==> src/source/srrip_pkg.sv <==
// shared geometry, widths and types for the SRRIP cache tag path
// import with srrip_pkg::* in the module header wherever these are used

package srrip_pkg;

	// cache geometry
	// --------------------
	localparam int CACHE_BLOCK_CAPACITY = 16;                          // total blocks held
	localparam int CACHE_SET_SIZE       = 4;                           // ways per set
	localparam int BW_CACHE_CAPACITY    = $clog2(CACHE_BLOCK_CAPACITY); // block address width
	localparam int BW_GRP               = $clog2(CACHE_SET_SIZE);       // way index width
	localparam int BW_SET               = BW_CACHE_CAPACITY - BW_GRP;   // set index width
	localparam int N_SET                = 2**BW_SET;                    // number of sets
	localparam int TAG_BW               = 8;                           // requester tag width

	// re-reference prediction
	// --------------------
	localparam int SRRIP_BW = 2;                                       // bits per rrpv

	typedef logic [SRRIP_BW-1:0] rrpv_t;

	localparam rrpv_t RRPV_MAX   = rrpv_t'(2**SRRIP_BW - 1);           // distant re-reference
	localparam rrpv_t SRRIP_INIT = rrpv_t'(2**SRRIP_BW - 2);           // long re-reference on fill

	// address fields
	// --------------------
	typedef logic [BW_GRP-1:0]            way_t;
	typedef logic [BW_SET-1:0]            set_t;
	typedef logic [TAG_BW-1:0]            tag_t;
	typedef logic [BW_CACHE_CAPACITY-1:0] blk_addr_t; // {way, set}, set in the low bits

	// per-set replacement fsm
	typedef enum logic [1:0] {
		IDLE,   // waiting for a miss on this set
		SEARCH, // look for a way at RRPV_MAX
		AGE,    // nothing found so bump every way
		DONE    // victim valid on the outputs
	} srrip_state_e;

	// requester side fsm
	typedef enum logic [1:0] {
		READY,       // lookup on request, hit answered directly
		WAIT_VICTIM, // miss raised, policy is searching
		FILL         // tag written, response cycle
	} tag_state_e;

endpackage

==> src/source/srrip_line_controller.sv <==
// SRRIP state for one cache set with one rrpv register per way
// a hit promotes its way and a miss runs a search/age loop until a victim shows up

`timescale 1ns/1ps

module srrip_line_controller
	import srrip_pkg::*;
(
	input  logic clock_i,
	input  logic rst_n_i,
	input  logic enable_i, // this set is the one addressed
	input  logic hit_i,    // promote way addr_i
	input  logic miss_i,   // start a victim search
	input  way_t addr_i,   // way of the hit
	output logic done_o,   // one-cycle pulse with the victim on addr_o
	output way_t addr_o    // chosen victim way
);

	// state
	// --------------------
	srrip_state_e state_q;
	rrpv_t        rrpv_q [CACHE_SET_SIZE]; // one prediction per way
	way_t         victim_q;                // latched result of the search

	logic         found;      // some way already at RRPV_MAX
	way_t         victim_way; // lowest such way

	// victim search
	// --------------------
	// walk from the top way down so the lowest index wins
	always_comb begin
		found      = 1'b0;
		victim_way = '0;
		for (int w = CACHE_SET_SIZE-1; w >= 0; w--) begin
			if (rrpv_q[w] == RRPV_MAX) begin
				found      = 1'b1;
				victim_way = way_t'(w);
			end
		end
	end

	// fsm and rrpv update
	// --------------------
	always_ff @(posedge clock_i) begin
		if (!rst_n_i) begin
			state_q <= IDLE;
			for (int w = 0; w < CACHE_SET_SIZE; w++) begin
				rrpv_q[w] <= RRPV_MAX; // every way starts as distant
			end
		end else begin
			case (state_q)
				IDLE: begin
					if (enable_i && miss_i) begin
						state_q <= SEARCH; // search next cycle
					end
				end
				SEARCH: begin
					if (found) begin
						rrpv_q[victim_way] <= SRRIP_INIT; // incoming block gets long interval
						state_q            <= DONE;
					end else begin
						state_q <= AGE;
					end
				end
				AGE: begin
					// no way is at max here so the increment cannot wrap
					for (int w = 0; w < CACHE_SET_SIZE; w++) begin
						rrpv_q[w] <= rrpv_q[w] + rrpv_t'(1);
					end
					state_q <= SEARCH; // retry for at most RRPV_MAX rounds
				end
				DONE: begin
					state_q <= IDLE;
				end
				default: begin
					state_q <= IDLE;
				end
			endcase

			// a hit predicts near-immediate re-reference
			if (enable_i && hit_i) begin
				rrpv_q[addr_i] <= '0;
			end
		end
	end

	// latched victim way
	always_ff @(posedge clock_i) begin
		if (state_q == SEARCH && found) begin
			victim_q <= victim_way;
		end
	end

	// outputs
	// --------------------
	assign done_o = (state_q == DONE); // single cycle pulse
	assign addr_o = victim_q;          // only meaningful with done_o

endmodule

==> src/source/n_set_cache_srrip_policy_controller.sv <==
// routes hit and miss pulses to the per-set SRRIP line controllers
// set field of addr_i picks the controller, its answer comes back on done_o/addr_o

`timescale 1ns/1ps

module n_set_cache_srrip_policy_controller
	import srrip_pkg::*;
(
	input  logic      clock_i,
	input  logic      rst_n_i,
	input  logic      hit_i,  // promote {way, set} of addr_i
	input  logic      miss_i, // request a victim in the set of addr_i
	input  blk_addr_t addr_i, // held stable through a miss
	output logic      done_o, // pulse, victim valid
	output blk_addr_t addr_o  // {victim way, set}
);

	generate
		if (BW_SET != 0) begin : g_multi_set
			set_t             addr_set;           // set field, low bits
			way_t             addr_way;           // way field, high bits
			logic [N_SET-1:0] enable_bus;         // one-hot set select
			logic [N_SET-1:0] done_bus;           // per-set done pulses
			way_t             way_bus [N_SET];    // per-set victim ways
			logic             done_sel;
			way_t             way_sel;

			assign addr_set = addr_i[BW_SET-1:0];
			assign addr_way = addr_i[BW_CACHE_CAPACITY-1:BW_SET];

			// set decode
			// --------------------
			always_comb begin
				for (int s = 0; s < N_SET; s++) begin
					enable_bus[s] = (addr_set == set_t'(s));
				end
			end

			// pick the addressed set's answer, address is static during a miss
			always_comb begin
				done_sel = 1'b0;
				way_sel  = '0;
				for (int s = 0; s < N_SET; s++) begin
					if (addr_set == set_t'(s)) begin
						done_sel = done_bus[s];
						way_sel  = way_bus[s];
					end
				end
			end

			assign done_o = done_sel;
			assign addr_o = {way_sel, addr_set}; // same set, victim way

			// one controller per set
			for (genvar g = 0; g < N_SET; g++) begin : g_line
				srrip_line_controller i_line_controller (
					.clock_i  (clock_i),
					.rst_n_i  (rst_n_i),
					.enable_i (enable_bus[g]),
					.hit_i    (hit_i),   // fanned out, enable picks the set
					.miss_i   (miss_i),
					.addr_i   (addr_way),
					.done_o   (done_bus[g]),
					.addr_o   (way_bus[g])
				);
			end
		end else begin : g_single_set
			way_t victim_way; // whole address is the way

			srrip_line_controller i_line_controller (
				.clock_i  (clock_i),
				.rst_n_i  (rst_n_i),
				.enable_i (1'b1), // single set is always addressed
				.hit_i    (hit_i),
				.miss_i   (miss_i),
				.addr_i   (addr_i[BW_GRP-1:0]),
				.done_o   (done_o),
				.addr_o   (victim_way)
			);

			assign addr_o = blk_addr_t'(victim_way);
		end
	endgenerate

endmodule

==> src/source/cache_tag_store.sv <==
// tag and valid arrays for the set-associative cache, with lookup and fill
// answers each requester strobe with a one-cycle response, hit or filled way

`timescale 1ns/1ps

module cache_tag_store
	import srrip_pkg::*;
(
	input  logic      clock_i,
	input  logic      rst_n_i,
	input  logic      req_i,      // one-cycle request strobe
	input  set_t      req_set_i,
	input  tag_t      req_tag_i,
	input  logic      done_i,     // policy victim ready
	input  blk_addr_t victim_i,   // {victim way, set}
	output logic      hit_o,      // pulse to promote
	output logic      miss_o,     // pulse to request a victim
	output blk_addr_t pol_addr_o, // address seen by the policy
	output logic      resp_o,     // one-cycle response
	output logic      resp_hit_o,
	output logic      busy_o,
	output way_t      resp_way_o
);

	// storage
	// --------------------
	tag_t                      tag_mem [N_SET][CACHE_SET_SIZE];
	logic [CACHE_SET_SIZE-1:0] valid_q [N_SET]; // per way, per set

	tag_state_e state_q;
	logic       hit_q;
	logic       miss_q;
	logic       resp_q;
	logic       busy_q;

	set_t       set_q;      // set of the request in flight
	tag_t       tag_q;      // tag to be written on fill
	blk_addr_t  pol_addr_q;
	logic       resp_hit_q;
	way_t       resp_way_q;

	logic       lookup_hit;
	way_t       lookup_way;
	way_t       victim_way;
	logic       accept;     // request taken this cycle
	logic       fill_en;    // victim arrived, write the tag

	// lookup
	// --------------------
	always_comb begin
		lookup_hit = 1'b0;
		lookup_way = '0;
		for (int w = CACHE_SET_SIZE-1; w >= 0; w--) begin
			if (valid_q[req_set_i][w] && (tag_mem[req_set_i][w] == req_tag_i)) begin
				lookup_hit = 1'b1;
				lookup_way = way_t'(w); // lowest matching way
			end
		end
	end

	assign victim_way = victim_i[BW_CACHE_CAPACITY-1:BW_SET];
	assign accept     = (state_q == READY) && !busy_q && req_i; // ignored while busy
	assign fill_en    = (state_q == WAIT_VICTIM) && done_i;

	// control
	// --------------------
	always_ff @(posedge clock_i) begin
		if (!rst_n_i) begin
			state_q <= READY;
			hit_q   <= 1'b0;
			miss_q  <= 1'b0;
			resp_q  <= 1'b0;
			busy_q  <= 1'b0;
			for (int s = 0; s < N_SET; s++) begin
				valid_q[s] <= '0; // cache starts empty
			end
		end else begin
			hit_q  <= 1'b0; // pulses default low
			miss_q <= 1'b0;
			resp_q <= 1'b0;
			case (state_q)
				READY: begin
					if (busy_q) begin
						busy_q <= 1'b0; // hit response cycle ends here
					end else if (accept) begin
						busy_q <= 1'b1;
						if (lookup_hit) begin
							hit_q  <= 1'b1;
							resp_q <= 1'b1; // hit answered next cycle
						end else begin
							miss_q  <= 1'b1;
							state_q <= WAIT_VICTIM;
						end
					end
				end
				WAIT_VICTIM: begin
					if (fill_en) begin
						valid_q[set_q][victim_way] <= 1'b1;
						resp_q                     <= 1'b1;
						state_q                    <= FILL;
					end
				end
				FILL: begin
					busy_q  <= 1'b0; // response is out this cycle
					state_q <= READY;
				end
				default: begin
					state_q <= READY;
				end
			endcase
		end
	end

	// payload and tag array
	always_ff @(posedge clock_i) begin
		if (accept) begin
			set_q      <= req_set_i;
			tag_q      <= req_tag_i;
			pol_addr_q <= {lookup_way, req_set_i}; // way field only used on a hit
			resp_hit_q <= lookup_hit;
			resp_way_q <= lookup_way;
		end
		if (fill_en) begin
			tag_mem[set_q][victim_way] <= tag_q;
			resp_hit_q                 <= 1'b0;
			resp_way_q                 <= victim_way;
		end
	end

	// outputs
	// --------------------
	assign hit_o      = hit_q;
	assign miss_o     = miss_q;
	assign pol_addr_o = pol_addr_q; // stable until done_i
	assign resp_o     = resp_q;
	assign resp_hit_o = resp_hit_q;
	assign resp_way_o = resp_way_q;
	assign busy_o     = busy_q;

endmodule

==> src/source/srrip_cache_top.sv <==
// top of the cache tag path, tag store plus SRRIP replacement policy
// requester drives req_*, reads back resp_* and holds off while busy_o is high

`timescale 1ns/1ps

module srrip_cache_top
	import srrip_pkg::*;
(
	input  logic clock_i,
	input  logic rst_n_i,
	input  logic req_i,      // request strobe
	input  set_t req_set_i,
	input  tag_t req_tag_i,
	output logic resp_o,     // response pulse
	output logic resp_hit_o,
	output way_t resp_way_o, // hit way or filled way
	output logic busy_o
);

	// tag store to policy
	// --------------------
	logic      pol_hit;
	logic      pol_miss;
	blk_addr_t pol_addr;

	// policy to tag store
	logic      pol_done;
	blk_addr_t pol_victim;

	cache_tag_store i_tag_store (
		.clock_i    (clock_i),
		.rst_n_i    (rst_n_i),
		.req_i      (req_i),
		.req_set_i  (req_set_i),
		.req_tag_i  (req_tag_i),
		.done_i     (pol_done),
		.victim_i   (pol_victim),
		.hit_o      (pol_hit),
		.miss_o     (pol_miss),
		.pol_addr_o (pol_addr),
		.resp_o     (resp_o),
		.resp_hit_o (resp_hit_o),
		.busy_o     (busy_o),
		.resp_way_o (resp_way_o)
	);

	n_set_cache_srrip_policy_controller i_policy (
		.clock_i (clock_i),
		.rst_n_i (rst_n_i),
		.hit_i   (pol_hit),
		.miss_i  (pol_miss),
		.addr_i  (pol_addr),
		.done_o  (pol_done),
		.addr_o  (pol_victim)
	);

endmodule

==> config.mk <==
export PLATFORM = sky130hd
export DESIGN_NAME = srrip_cache_top
export DESIGN_NICKNAME = d
export VERILOG_FILES = /design/src/source/srrip_pkg.sv /design/src/source/srrip_line_controller.sv /design/src/source/n_set_cache_srrip_policy_controller.sv /design/src/source/cache_tag_store.sv /design/src/source/srrip_cache_top.sv
export SDC_FILE = /design/constraint.sdc
export NUM_CORES = 1
export LEC_CHECK = 0
export BUFFER_PORTS_ARGS = -buffer_cell sky130_fd_sc_hd__buf_2
export CORE_ASPECT_RATIO = 0.6
export CORE_MARGIN = 2
export CORE_UTILIZATION = 52
export CTS_CLUSTER_SIZE = 14
export DETAILED_ROUTE_END_ITERATION = 12
export PLACE_DENSITY = 0.67
export SETUP_SLACK_MARGIN = 0.05
export SYNTH_ARGS = -nofsm -noshare
export SYNTH_HDL_FRONTEND = slang
export SYNTH_SLANG_ARGS = --single-unit
==> constraint.sdc <==
create_clock -name clock_i -period 4.6 [get_ports clock_i]
set_input_delay 1.15 -clock clock_i [delete_from_list [all_inputs] [get_ports clock_i]]
set_output_delay 1.15 -clock clock_i [all_outputs]
set_load 0.1 [all_outputs]
==> impl_metrics.env, run 1 <==
export IMPL_start_util=0.535
export IMPL_dp_cells=888
export IMPL_avgSynthCellArea_um2=13.8
export IMPL_synth_mux_area_frac=0.103
export IMPL_dieWidth_um=176
export IMPL_p_per_area_mw_per_mm2=412
export IMPL_worstMarginPinSlew_ns=1.03
export IMPL_final_antenna_net_count=0
export IMPL_slew_headroom=0.313
export IMPL_netlist_area_mm2=0.00923
export IMPL_grt_start_max_net_pins=58
export IMPL_setup_tns_final_ns=0
export IMPL_drt_total_wl_um=20200
export IMPL_p_total_mw=4.19
export IMPL_areaGrowthSynthToFinish_pct=10.1
export IMPL_overflow=0
export IMPL_place_ws_ns=0.707
export IMPL_grt_pass1_wl_um=31200
export IMPL_finalClockSkew_ns=0.0170
export IMPL_layout_common_cells="166 x edfxtp_1, 63 x nor2_1, 54 x xnor2_1, 50 x mux2i_1, 47 x dfxtp_1"
export IMPL_grt_pass1_vias=5363
export IMPL_gp_congestion=0.817
export IMPL_synth_seq_area_share=0.642
export IMPL_design_area_mm2=0.0102
export IMPL_status="finished clean"
export IMPL_synthAdderAreaFrac=0.0217
export IMPL_cap_violations=0
export IMPL_layoutNonFillerInstCount=925
export IMPL_clk_pin_slew_ns=0.07
export IMPL_h_tree_depth=1
export IMPL_synth_yosys_warnings=0
export IMPL_dpl_instance_area_mm2=0.00952
export IMPL_yosysTopAreaCell="edfxtp_1"
export IMPL_required_ns=4.71
export IMPL_first_pass_iters=5
export IMPL_end_kind="flip-flop"
export IMPL_rr_worst_depth=7
export IMPL_post_cts_resized=0
export IMPL_ctsHoldBuffers=0
export IMPL_crit_fanout=18
export IMPL_clk_path_buf_depth=3
export IMPL_arrival_ns=3.69
export IMPL_cp_startpoint="i_tag_store.pol_addr_o[1]"
export IMPL_drc=0
export IMPL_drt_iter0_drc=694
export IMPL_ys_types=50
export IMPL_cts_made_buffers=21
export IMPL_path_class="reg -> reg"
export IMPL_cts_root_buffer="clkbuf_16"
export IMPL_io_pins=18
export IMPL_synth_top_family_by_area="multiplexers"
export IMPL_synthTopCellsByArea="edfxtp_1 54%, dfxtp_1 10%, mux2i_1 5.4%"
export IMPL_reg2reg_slack_ns=1.02
export IMPL_die_h_um=107
export IMPL_wl_per_cell_um=21.9
export IMPL_synthSimpleGateAreaFrac=0.0907
export IMPL_synth_top_area_share=0.540
export IMPL_period_minus_slack_ns=3.58
export IMPL_syn_nets=696
export IMPL_n_antenna_cell=0
export IMPL_clock_fmax_mhz=279
export IMPL_synth_compound_area_frac=0.0608
export IMPL_cts_tree="done"
export IMPL_final_common_cell="edfxtp_1"
export IMPL_worstSetupStartpointType="flip-flop"
export IMPL_io_buffers=17
export IMPL_fin_ws_ns=1.02
export IMPL_synth_flop_cell="edfxtp_1"
export IMPL_place_hpwl_um=13600
export IMPL_reg2reg_to="i_tag_store.tag_mem[2][12]"
export IMPL_utilization=0.589
export IMPL_p_leak_nw=3.38
export IMPL_core_area_mm2=0.0173
export IMPL_setup_worst_path_end="i_tag_store.tag_mem[2][12]"
export IMPL_die_area_mm2=0.0189
export IMPL_r2r_start="i_tag_store.pol_addr_o[1]"
export IMPL_insertion_delay_ns=0.50
export IMPL_layout_drive_gt1_share=0.123
export IMPL_nets=706
export IMPL_async_reset_ff_frac=0
export IMPL_hold_viol_final=0
export IMPL_post_cts_setup_buffers=0
export IMPL_grt_antenna_before_repair=0
export IMPL_synth_edf_count=166
export IMPL_synth_xor_area_share=0.0607
export IMPL_syn_inst=667
export IMPL_slew_violations=0
export IMPL_vias_per_cell=5.97
export IMPL_cts_sinks=213
export IMPL_dr_total_vias=5520
export IMPL_grt_util_all_layers=0.221
export IMPL_fin_crit_sh=0.778
export IMPL_rsz0062_at_grt="false"
export IMPL_rows=37
export IMPL_ys_ff_latch=213
export IMPL_setup_viol=0
export IMPL_hp_class="reg -> reg"
export IMPL_peakVddDrop_mv=0.211
export IMPL_hold_worst_slack_ns=0.510
==> cells in the mapped netlist, types with 7 or more instances <==
library cell,instances
dfxtp_1,47
nand2b_1,7
buf_2,7
nand3_1,11
nand2_1,24
nor2_1,63
mux4_2,18
o21ai_0,29
a21oi_1,20
xnor2_1,54
nor2b_1,14
a31oi_1,18
xor2_1,10
edfxtp_1,166
nor4_1,7
mux2i_1,50
nor3_1,16
clkbuf_1,25
ha_1,16
==> kinds of logic (layout without fill, tap and decap cells) <==
family / Yosys count / after routing
xor gates and xnor gates: 64 / 64
AOI/OAI and AO/OA: 92 / 92
and+or+nand+nor: 167 / 167
adders and majority gates: 16 / 16
muxes: 72 / 72
buffers and inverters: 43 / 67
DFF: 213 / 213
==> worst min-delay path by stage <==
stage                    from         to  slack [ns]  cells after the start
finish              flip-flop  flip-flop        0.51                      2
global route        flip-flop  flip-flop        0.55                      2
CTS                 flip-flop  flip-flop        0.52                      2
detailed placement  flip-flop  flip-flop        0.50                      2
global placement    flip-flop  flip-flop        0.49                      2
floorplan           flip-flop  flip-flop        0.47                      2
==> metal layers <==
metal / track usage / vias up / share of wire / routed length (um)
li1: - / 2509 / - / -
met1: 0.350 / 2770 / 0.48 / 9750
met2: 0.312 / 210 / 0.42 / 8570
met3: 0.0486 / 31 / 0.081 / 1640
met4: 0.0425 / 0 / 0.014 / 282
met5: 0 / - / 0 / 0
==> worst max-delay path, stage by stage (launching register included) <==
cell and delay, ns:
edfxtp_1 0.77, nand3_1 0.19, o211ai_1 0.12, o21ai_0 0.17, nor3b_2 0.58, nand2_1 0.15
or2_2 0.43, nor2_1 0.79
==> registers in the layout, summed over array words and instances (netlist names) <==
name                                                   cells
i_tag_store.resp_o                                         1
i_tag_store.resp_way_o                                     2
i_tag_store.pol_addr_o                                     4
i_tag_store.hit_o                                          1
i_tag_store.busy_o                                         1
i_tag_store.tag_q                                          8
i_tag_store.valid_q                                       16
i_policy.g_multi_set.g_line.i_line_controller.state_q      8
i_tag_store.state_q                                        2
i_tag_store.tag_mem                                      128
i_policy.g_multi_set.g_line.i_line_controller.addr_o       8
i_policy.g_multi_set.g_line.i_line_controller.rrpv_q      32
i_tag_store.resp_hit_o                                     1
i_tag_store.miss_o                                         1
==> power by group <==
part           internal, mW  switching, mW
logic                 0.127          0.214
registers              2.14         0.0654
clock network         0.947          0.693
==> final cells by class <==
type / count / area (um^2)
Multi-Input combinational cell: 411 / 3120
Clock inverter: 14 / 116
Tap cell: 234 / 293
Timing Repair Buffer: 26 / 165
Inverter: 4 / 15.0
Sequential cell: 213 / 5930
Fill cell: 1319 / 7100
Clock buffer: 23 / 533
No activity file was read; power rests on OpenSTA's default activity.
==> inputs of run 2 (changes only) <==
Settings changed: PLACE_DENSITY 0.67 to 0.7.
Clock period 4.6 ns to 3.1 ns, I/O delays scaled along.
==> run 2 against run 1 <==
Compared with the run above:
- final cell count rose by 3.2%
- routed wire length rose by 1.1%
- final area up 2.3%
- power is 48% higher
==> impl_metrics.env, run 2 (same netlist as run 1, synthesis figures left out) <==
export IMPL_cts_sinks=213
export IMPL_cts_root_buffer="clkbuf_16"
export IMPL_gp_congestion=0.815
export IMPL_die_h_um=107
export IMPL_slew_violations=0
export IMPL_first_pass_iters=5
export IMPL_worstSetupStartpointType="flip-flop"
export IMPL_drt_total_wl_um=20500
export IMPL_layoutNonFillerInstCount=955
export IMPL_path_class="reg -> reg"
export IMPL_final_common_cell="edfxtp_1"
export IMPL_insertion_delay_ns=0.49
export IMPL_post_cts_setup_buffers=0
export IMPL_setup_worst_path_end="i_tag_store.valid_q[2][1]"
export IMPL_clk_path_buf_depth=3
export IMPL_dpl_instance_area_mm2=0.00976
export IMPL_rsz0062_at_grt="false"
export IMPL_end_kind="flip-flop"
export IMPL_utilization=0.602
export IMPL_crit_fanout=10
export IMPL_rows=37
export IMPL_hp_class="reg -> reg"
export IMPL_grt_pass1_vias=5581
export IMPL_peakVddDrop_mv=0.286
export IMPL_overflow=0
export IMPL_grt_antenna_before_repair=0
export IMPL_dieWidth_um=176
export IMPL_holdPathStages=2
export IMPL_cpLargestDelayFamily="simple AND/OR/NAND/NOR gates"
export IMPL_reg2reg_to="i_tag_store.valid_q[2][1]"
export IMPL_max_stage_delay_ns=0.52
export IMPL_worst_path_max_delay_cell="edfxtp_1"
export IMPL_final_antenna_net_count=0
export IMPL_grt_start_max_net_pins=33
export IMPL_start_util=0.535
export IMPL_p_leak_nw=3.55
export IMPL_period_minus_slack_ns=2.69
export IMPL_dr_total_vias=5579
export IMPL_grt_pass1_wl_um=31800
export IMPL_clock_fmax_mhz=371
export IMPL_h_tree_depth=1
export IMPL_layout_drive_gt1_share=0.162
export IMPL_cap_violations=0
export IMPL_fin_crit_sh=0.869
export IMPL_nets=736
export IMPL_cp_cell_sequence="nand3_1, o211ai_1, o21ai_0, nor3b_2, buf_4, and2_0, nand2_1, o21ai_0"
export IMPL_p_per_area_mw_per_mm2=596
export IMPL_arrival_ns=2.86
export IMPL_status="finished clean"
export IMPL_reg2reg_slack_ns=0.41
export IMPL_io_buffers=17
export IMPL_cts_made_buffers=21
export IMPL_wl_per_cell_um=21.4
export IMPL_grt_util_all_layers=0.224
export IMPL_vias_per_cell=5.84
export IMPL_core_area_mm2=0.0173
export IMPL_ctsHoldBuffers=0
export IMPL_cp_startpoint="i_tag_store.pol_addr_o[1]"
export IMPL_die_area_mm2=0.0189
export IMPL_finalClockSkew_ns=0.0128
export IMPL_areaGrowthSynthToFinish_pct=12.7
export IMPL_nFillCells=1279
export IMPL_slew_headroom=0.371
export IMPL_post_cts_resized=0
export IMPL_crit_buf_inv=1
export IMPL_dp_cells=918
export IMPL_worstMarginPinSlew_ns=0.942
export IMPL_drc=0
export IMPL_design_area_mm2=0.0104
export IMPL_clk_pin_slew_ns=0.06
export IMPL_io_pins=18
export IMPL_place_hpwl_um=14300
export IMPL_required_ns=3.27
export IMPL_reg_top3="i_tag_store.tag_mem (128), i_policy.g_multi_set.g_line.i_line_controller.rrpv_q (32), i_tag_store.valid_q (16)"
export IMPL_top_register="i_tag_store.tag_mem"
export IMPL_setup_tns_final_ns=0
export IMPL_p_total_mw=6.20
export IMPL_crit_cells=8
export IMPL_r2r_start="i_tag_store.pol_addr_o[1]"
export IMPL_rr_worst_depth=8
export IMPL_hold_viol_final=0
export IMPL_layout_common_cells="166 x edfxtp_1, 63 x nor2_1, 54 x xnor2_1, 50 x mux2i_1, 47 x dfxtp_1"
export IMPL_n_antenna_cell=0
export IMPL_setup_viol=0
export IMPL_cts_tree="done"
export IMPL_largest_register_ffs=128
export IMPL_drt_iter0_drc=568
export IMPL_crit_top_cell="o21ai_0"
## run 2: cell types whose count changed in the layout (fill, tap and decap cells not counted)
cell / before / now
clkinv_1: 9 / 1
nor4b_2: 1 / 0
clkbuf_1: 2 / 8
nor4b_4: 0 / 1
buf_4: 8 / 37
clkinv_4: 0 / 1
buf_12: 1 / 2
clkinv_2: 1 / 3
bufinv_16: 2 / 1
clkbuf_8: 0 / 2
inv_6: 2 / 0
## run 2: worst min path at each step
stage | slack (ns) | end
4_1_cts | 0.52 | flip-flop
3_3_place_gp | 0.48 | flip-flop
6_report | 0.52 | flip-flop
2_1_floorplan | 0.47 | flip-flop
3_5_place_dp | 0.50 | flip-flop
5_1_grt | 0.55 | flip-flop
## run 2: stage by stage
stage | setup slack, ns | hold WS, ns
6_report | 0.407 | 0.521
5_1_grt | 0.192 | 0.547
4_1_cts | 0.441 | 0.516
3_5_place_dp | -0.0308 | 0.504
3_3_place_gp | 0.0526 | 0.485
2_1_floorplan | 0.264 | 0.473
## run 2: power by group
| part | leakage [nW] | total [mW] | switching, mW | internal, mW |
|---|---|---|---|---|
| registers | 1.90 | 3.27 | 0.0988 | 3.17 |
| logic | 1.33 | 0.526 | 0.321 | 0.205 |
| clock network | 0.314 | 2.40 | 1.02 | 1.39 |
## run 2: final cells by class
| type | count | area [um^2] | share of cell area |
|---|---|---|---|
| Clock inverter | 6 | 57.6 | 0.00553 |
| Tap cell | 234 | 293 | 0.0281 |
| Sequential cell | 213 | 5930 | 0.570 |
| Timing Repair Buffer | 56 | 403 | 0.0387 |
| Inverter | 4 | 15.0 | 0.00144 |
| Multi-Input combinational cell | 411 | 3130 | 0.300 |
| Clock buffer | 31 | 583 | 0.0560 |
## run 2: metal layers
layer	vias to the layer above	part of all wire	track usage
met1	2818	0.48	0.349
met4	0	0.014	0.0384
met5	-	0	0
li1	2567	-	-
met2	170	0.44	0.338
met3	24	0.066	0.0330
## run 2: worst register-to-register path, stage by stage (launching register included)
cell and delay (ns):
edfxtp_1 0.52, nand3_1 0.15, o211ai_1 0.11, o21ai_0 0.17, nor3b_2 0.21, buf_4 0.18, and2_0 0.36, nand2_1 0.35
o21ai_0 0.33
==> inputs of run 3 (changes only) <==
Settings changed: CORE_ASPECT_RATIO 0.6 to 1.75.
==> run 3 against run 2 <==
Compared with the run above:
- sequential power is essentially flat
- final area shrank 0.35%
- power decreased by 1.0%
- first-iteration DRC count decreased by 35%
- register-to-register slack lost 0.06 ns
- critical path depth rose by 2
- clock power decreased by 2%
- largest power group unchanged
==> impl_metrics.env, run 3 (same netlist as run 1, synthesis figures left out) <==
export IMPL_rsz0062_at_grt="false"
export IMPL_worstMarginPinSlew_ns=0.923
export IMPL_die_area_mm2=0.0189
export IMPL_final_common_cell="edfxtp_1"
export IMPL_cts_sinks=213
export IMPL_peakVddDrop_mv=0.387
export IMPL_hold_worst_slack_ns=0.517
export IMPL_crit_cells=10
export IMPL_pwr_share_clk=0.384
export IMPL_internal_power_mw=4.74
export IMPL_crit_top_cell="buf_4"
export IMPL_grt_start_max_net_pins=46
export IMPL_gp_congestion=0.789
export IMPL_layout_common_cells="166 x edfxtp_1, 63 x nor2_1, 54 x xnor2_1, 50 x mux2i_1, 47 x dfxtp_1"
export IMPL_layout_drive_gt1_share=0.159
export IMPL_finalClockSkew_ns=0.0138
export IMPL_p_leak_nw=3.52
export IMPL_clock_fmax_mhz=362
export IMPL_slew_headroom=0.382
export IMPL_nets=732
export IMPL_core_area_mm2=0.0175
export IMPL_ctsHoldBuffers=0
export IMPL_path_class="in -> reg"
export IMPL_setup_tns_final_ns=0
export IMPL_worst_path_max_delay_cell="mux4_2"
export IMPL_cts_made_buffers=20
export IMPL_end_kind="flip-flop"
export IMPL_areaGrowthSynthToFinish_pct=12.3
export IMPL_switching_share=0.228
export IMPL_largest_register_ffs=128
export IMPL_hold_viol_final=0
export IMPL_crit_buf_inv=4
export IMPL_place_hpwl_um=13600
export IMPL_status="finished clean"
export IMPL_dieWidth_um=105
export IMPL_drt_total_wl_um=19300
export IMPL_cts_root_buffer="clkbuf_16"
export IMPL_start_util=0.529
export IMPL_p_total_mw=6.14
export IMPL_max_stage_delay_ns=0.51
export IMPL_hp_class="reg -> reg"
export IMPL_drt_iter0_drc=367
export IMPL_setup_viol=0
export IMPL_holdPathStages=2
export IMPL_rr_worst_depth=6
export IMPL_vias_per_cell=5.76
export IMPL_fin_ws_ns=0.337
export IMPL_reg2reg_to="i_tag_store.tag_mem[0][31]"
export IMPL_seqPwrFrac=0.533
export IMPL_slew_violations=0
export IMPL_grt_pass1_vias=5781
export IMPL_worstSetupStartpointType="input pin"
export IMPL_rows=64
export IMPL_die_h_um=180
export IMPL_reg2reg_slack_ns=0.35
export IMPL_grt_antenna_before_repair=0
export IMPL_p_comb_frac=0.083
export IMPL_io_pins=18
export IMPL_dr_total_vias=5464
export IMPL_first_pass_iters=5
export IMPL_io_buffers=17
export IMPL_drc=0
export IMPL_p_sw_mw=1.40
export IMPL_overflow=0
export IMPL_r2r_start="i_tag_store.pol_addr_o[1]"
export IMPL_h_tree_depth=1
export IMPL_clk_pin_slew_ns=0.06
export IMPL_n_antenna_cell=0
export IMPL_cts_tree="done"
export IMPL_cap_violations=0
export IMPL_cp_cell_sequence="buf_2, buf_4, mux4_2, xnor2_1, nand2_1, nor4_1, buf_4, nor4_2, buf_4, a31o_1"
export IMPL_fin_crit_sh=0.891
export IMPL_place_ws_ns=-0.177
export IMPL_final_antenna_net_count=0
export IMPL_arrival_ns=3.15
export IMPL_wl_per_cell_um=20.3
export IMPL_crit_fanout=16
export IMPL_required_ns=3.48
export IMPL_top_register="i_tag_store.tag_mem"
export IMPL_cpLargestDelayFamily="buffers and inverters"
export IMPL_period_minus_slack_ns=2.76
export IMPL_grt_pass1_wl_um=30800
export IMPL_p_per_area_mw_per_mm2=592
export IMPL_clk_path_buf_depth=3
export IMPL_grt_util_all_layers=0.210
export IMPL_reg_top3="i_tag_store.tag_mem (128), i_policy.g_multi_set.g_line.i_line_controller.rrpv_q (32), i_tag_store.valid_q (16)"
export IMPL_insertion_delay_ns=0.49
## run 3: cell types whose count changed in the layout (fill, tap and decap cells not counted)
cell	delta
clkinv_2	-3
buf_4	-2
clkbuf_8	+2
buf_12	-1
bufinv_16	-1
clkbuf_4	+1
clkinv_1	-1
clkinv_4	-1
clkinvlp_4	+1
inv_8	+1
nor3b_2	-1
nor3b_4	+1
## run 3: what timing repair did
item                                    4_1_cts  5_1_grt
setup buffers                                 0        0
resized for setup                             0        1
endpoints found under the setup margin        0        1
## run 3: worst reg2reg max path: stages, from the launching register on
cell and delay (ns):
edfxtp_1 0.52, o211ai_1 0.25, o21ai_0 0.21, nor3b_4 0.41
or3b_2 0.62, nor3_1 0.23, buf_4 0.23
## run 3: worst max path at each step
| stage | start | end | slack, ns |
|---|---|---|---|
| after floorplan | i_tag_store.pol_addr_o[1] | i_tag_store.tag_mem[0][24] | 0.26 |
| after global placement | req_set_i[0] | i_tag_store.state_q[0] | -0.18 |
| after detailed placement | req_set_i[0] | i_tag_store.resp_way_o[0] | -0.18 |
| after CTS | i_tag_store.pol_addr_o[1] | i_tag_store.tag_mem[0][31] | 0.27 |
| after global routing | i_tag_store.pol_addr_o[1] | i_tag_store.valid_q[0][3] | 0.13 |
| final | req_set_i[0] | i_tag_store.state_q[0] | 0.34 |
## run 3: layer usage
| metal | global-route usage | vias to the layer above | wire length (um) |
|---|---|---|---|
| met1 | 0.233 | 2749 | 7100 |
| met3 | 0.0206 | 38 | 546 |
| met5 | 0 | - | 0 |
| li1 | - | 2565 | - |
| met2 | 0.407 | 112 | 11000 |
| met4 | 0.0789 | 0 | 626 |
## run 3: final cells by class
cell class	instances	area, um^2
Multi-Input combinational cell	411	3130
Timing Repair Buffer	53	368
Clock buffer	34	618
Clock inverter	2	18.8
Sequential cell	213	5930
Inverter	4	15.0
Tap cell	231	289
Fill cell	1429	7090
## run 3: per-stage QoR
| step | instance area [um^2] | cells | util |
|---|---|---|---|
| floorplan | 9240 | 667 | - |
| CTS | 10400 | 948 | 0.593 |
| global placement | 9720 | 912 | 0.557 |
| detailed placement | 9720 | 912 | 0.557 |
| global route | 10400 | 948 | 0.594 |
| finish | 10400 | 948 | 0.594 |
## run 3: power by group through the flow
stage | sequential [mW] | clock (mW) | combinational, mW
floorplan | 3.34 | 0 | 0.340
global placement | 3.32 | 0 | 0.492
detailed placement | 3.33 | 0 | 0.508
CTS | 3.27 | 2.40 | 0.511
global route | 3.28 | 2.52 | 0.556
finish | 3.27 | 2.36 | 0.509
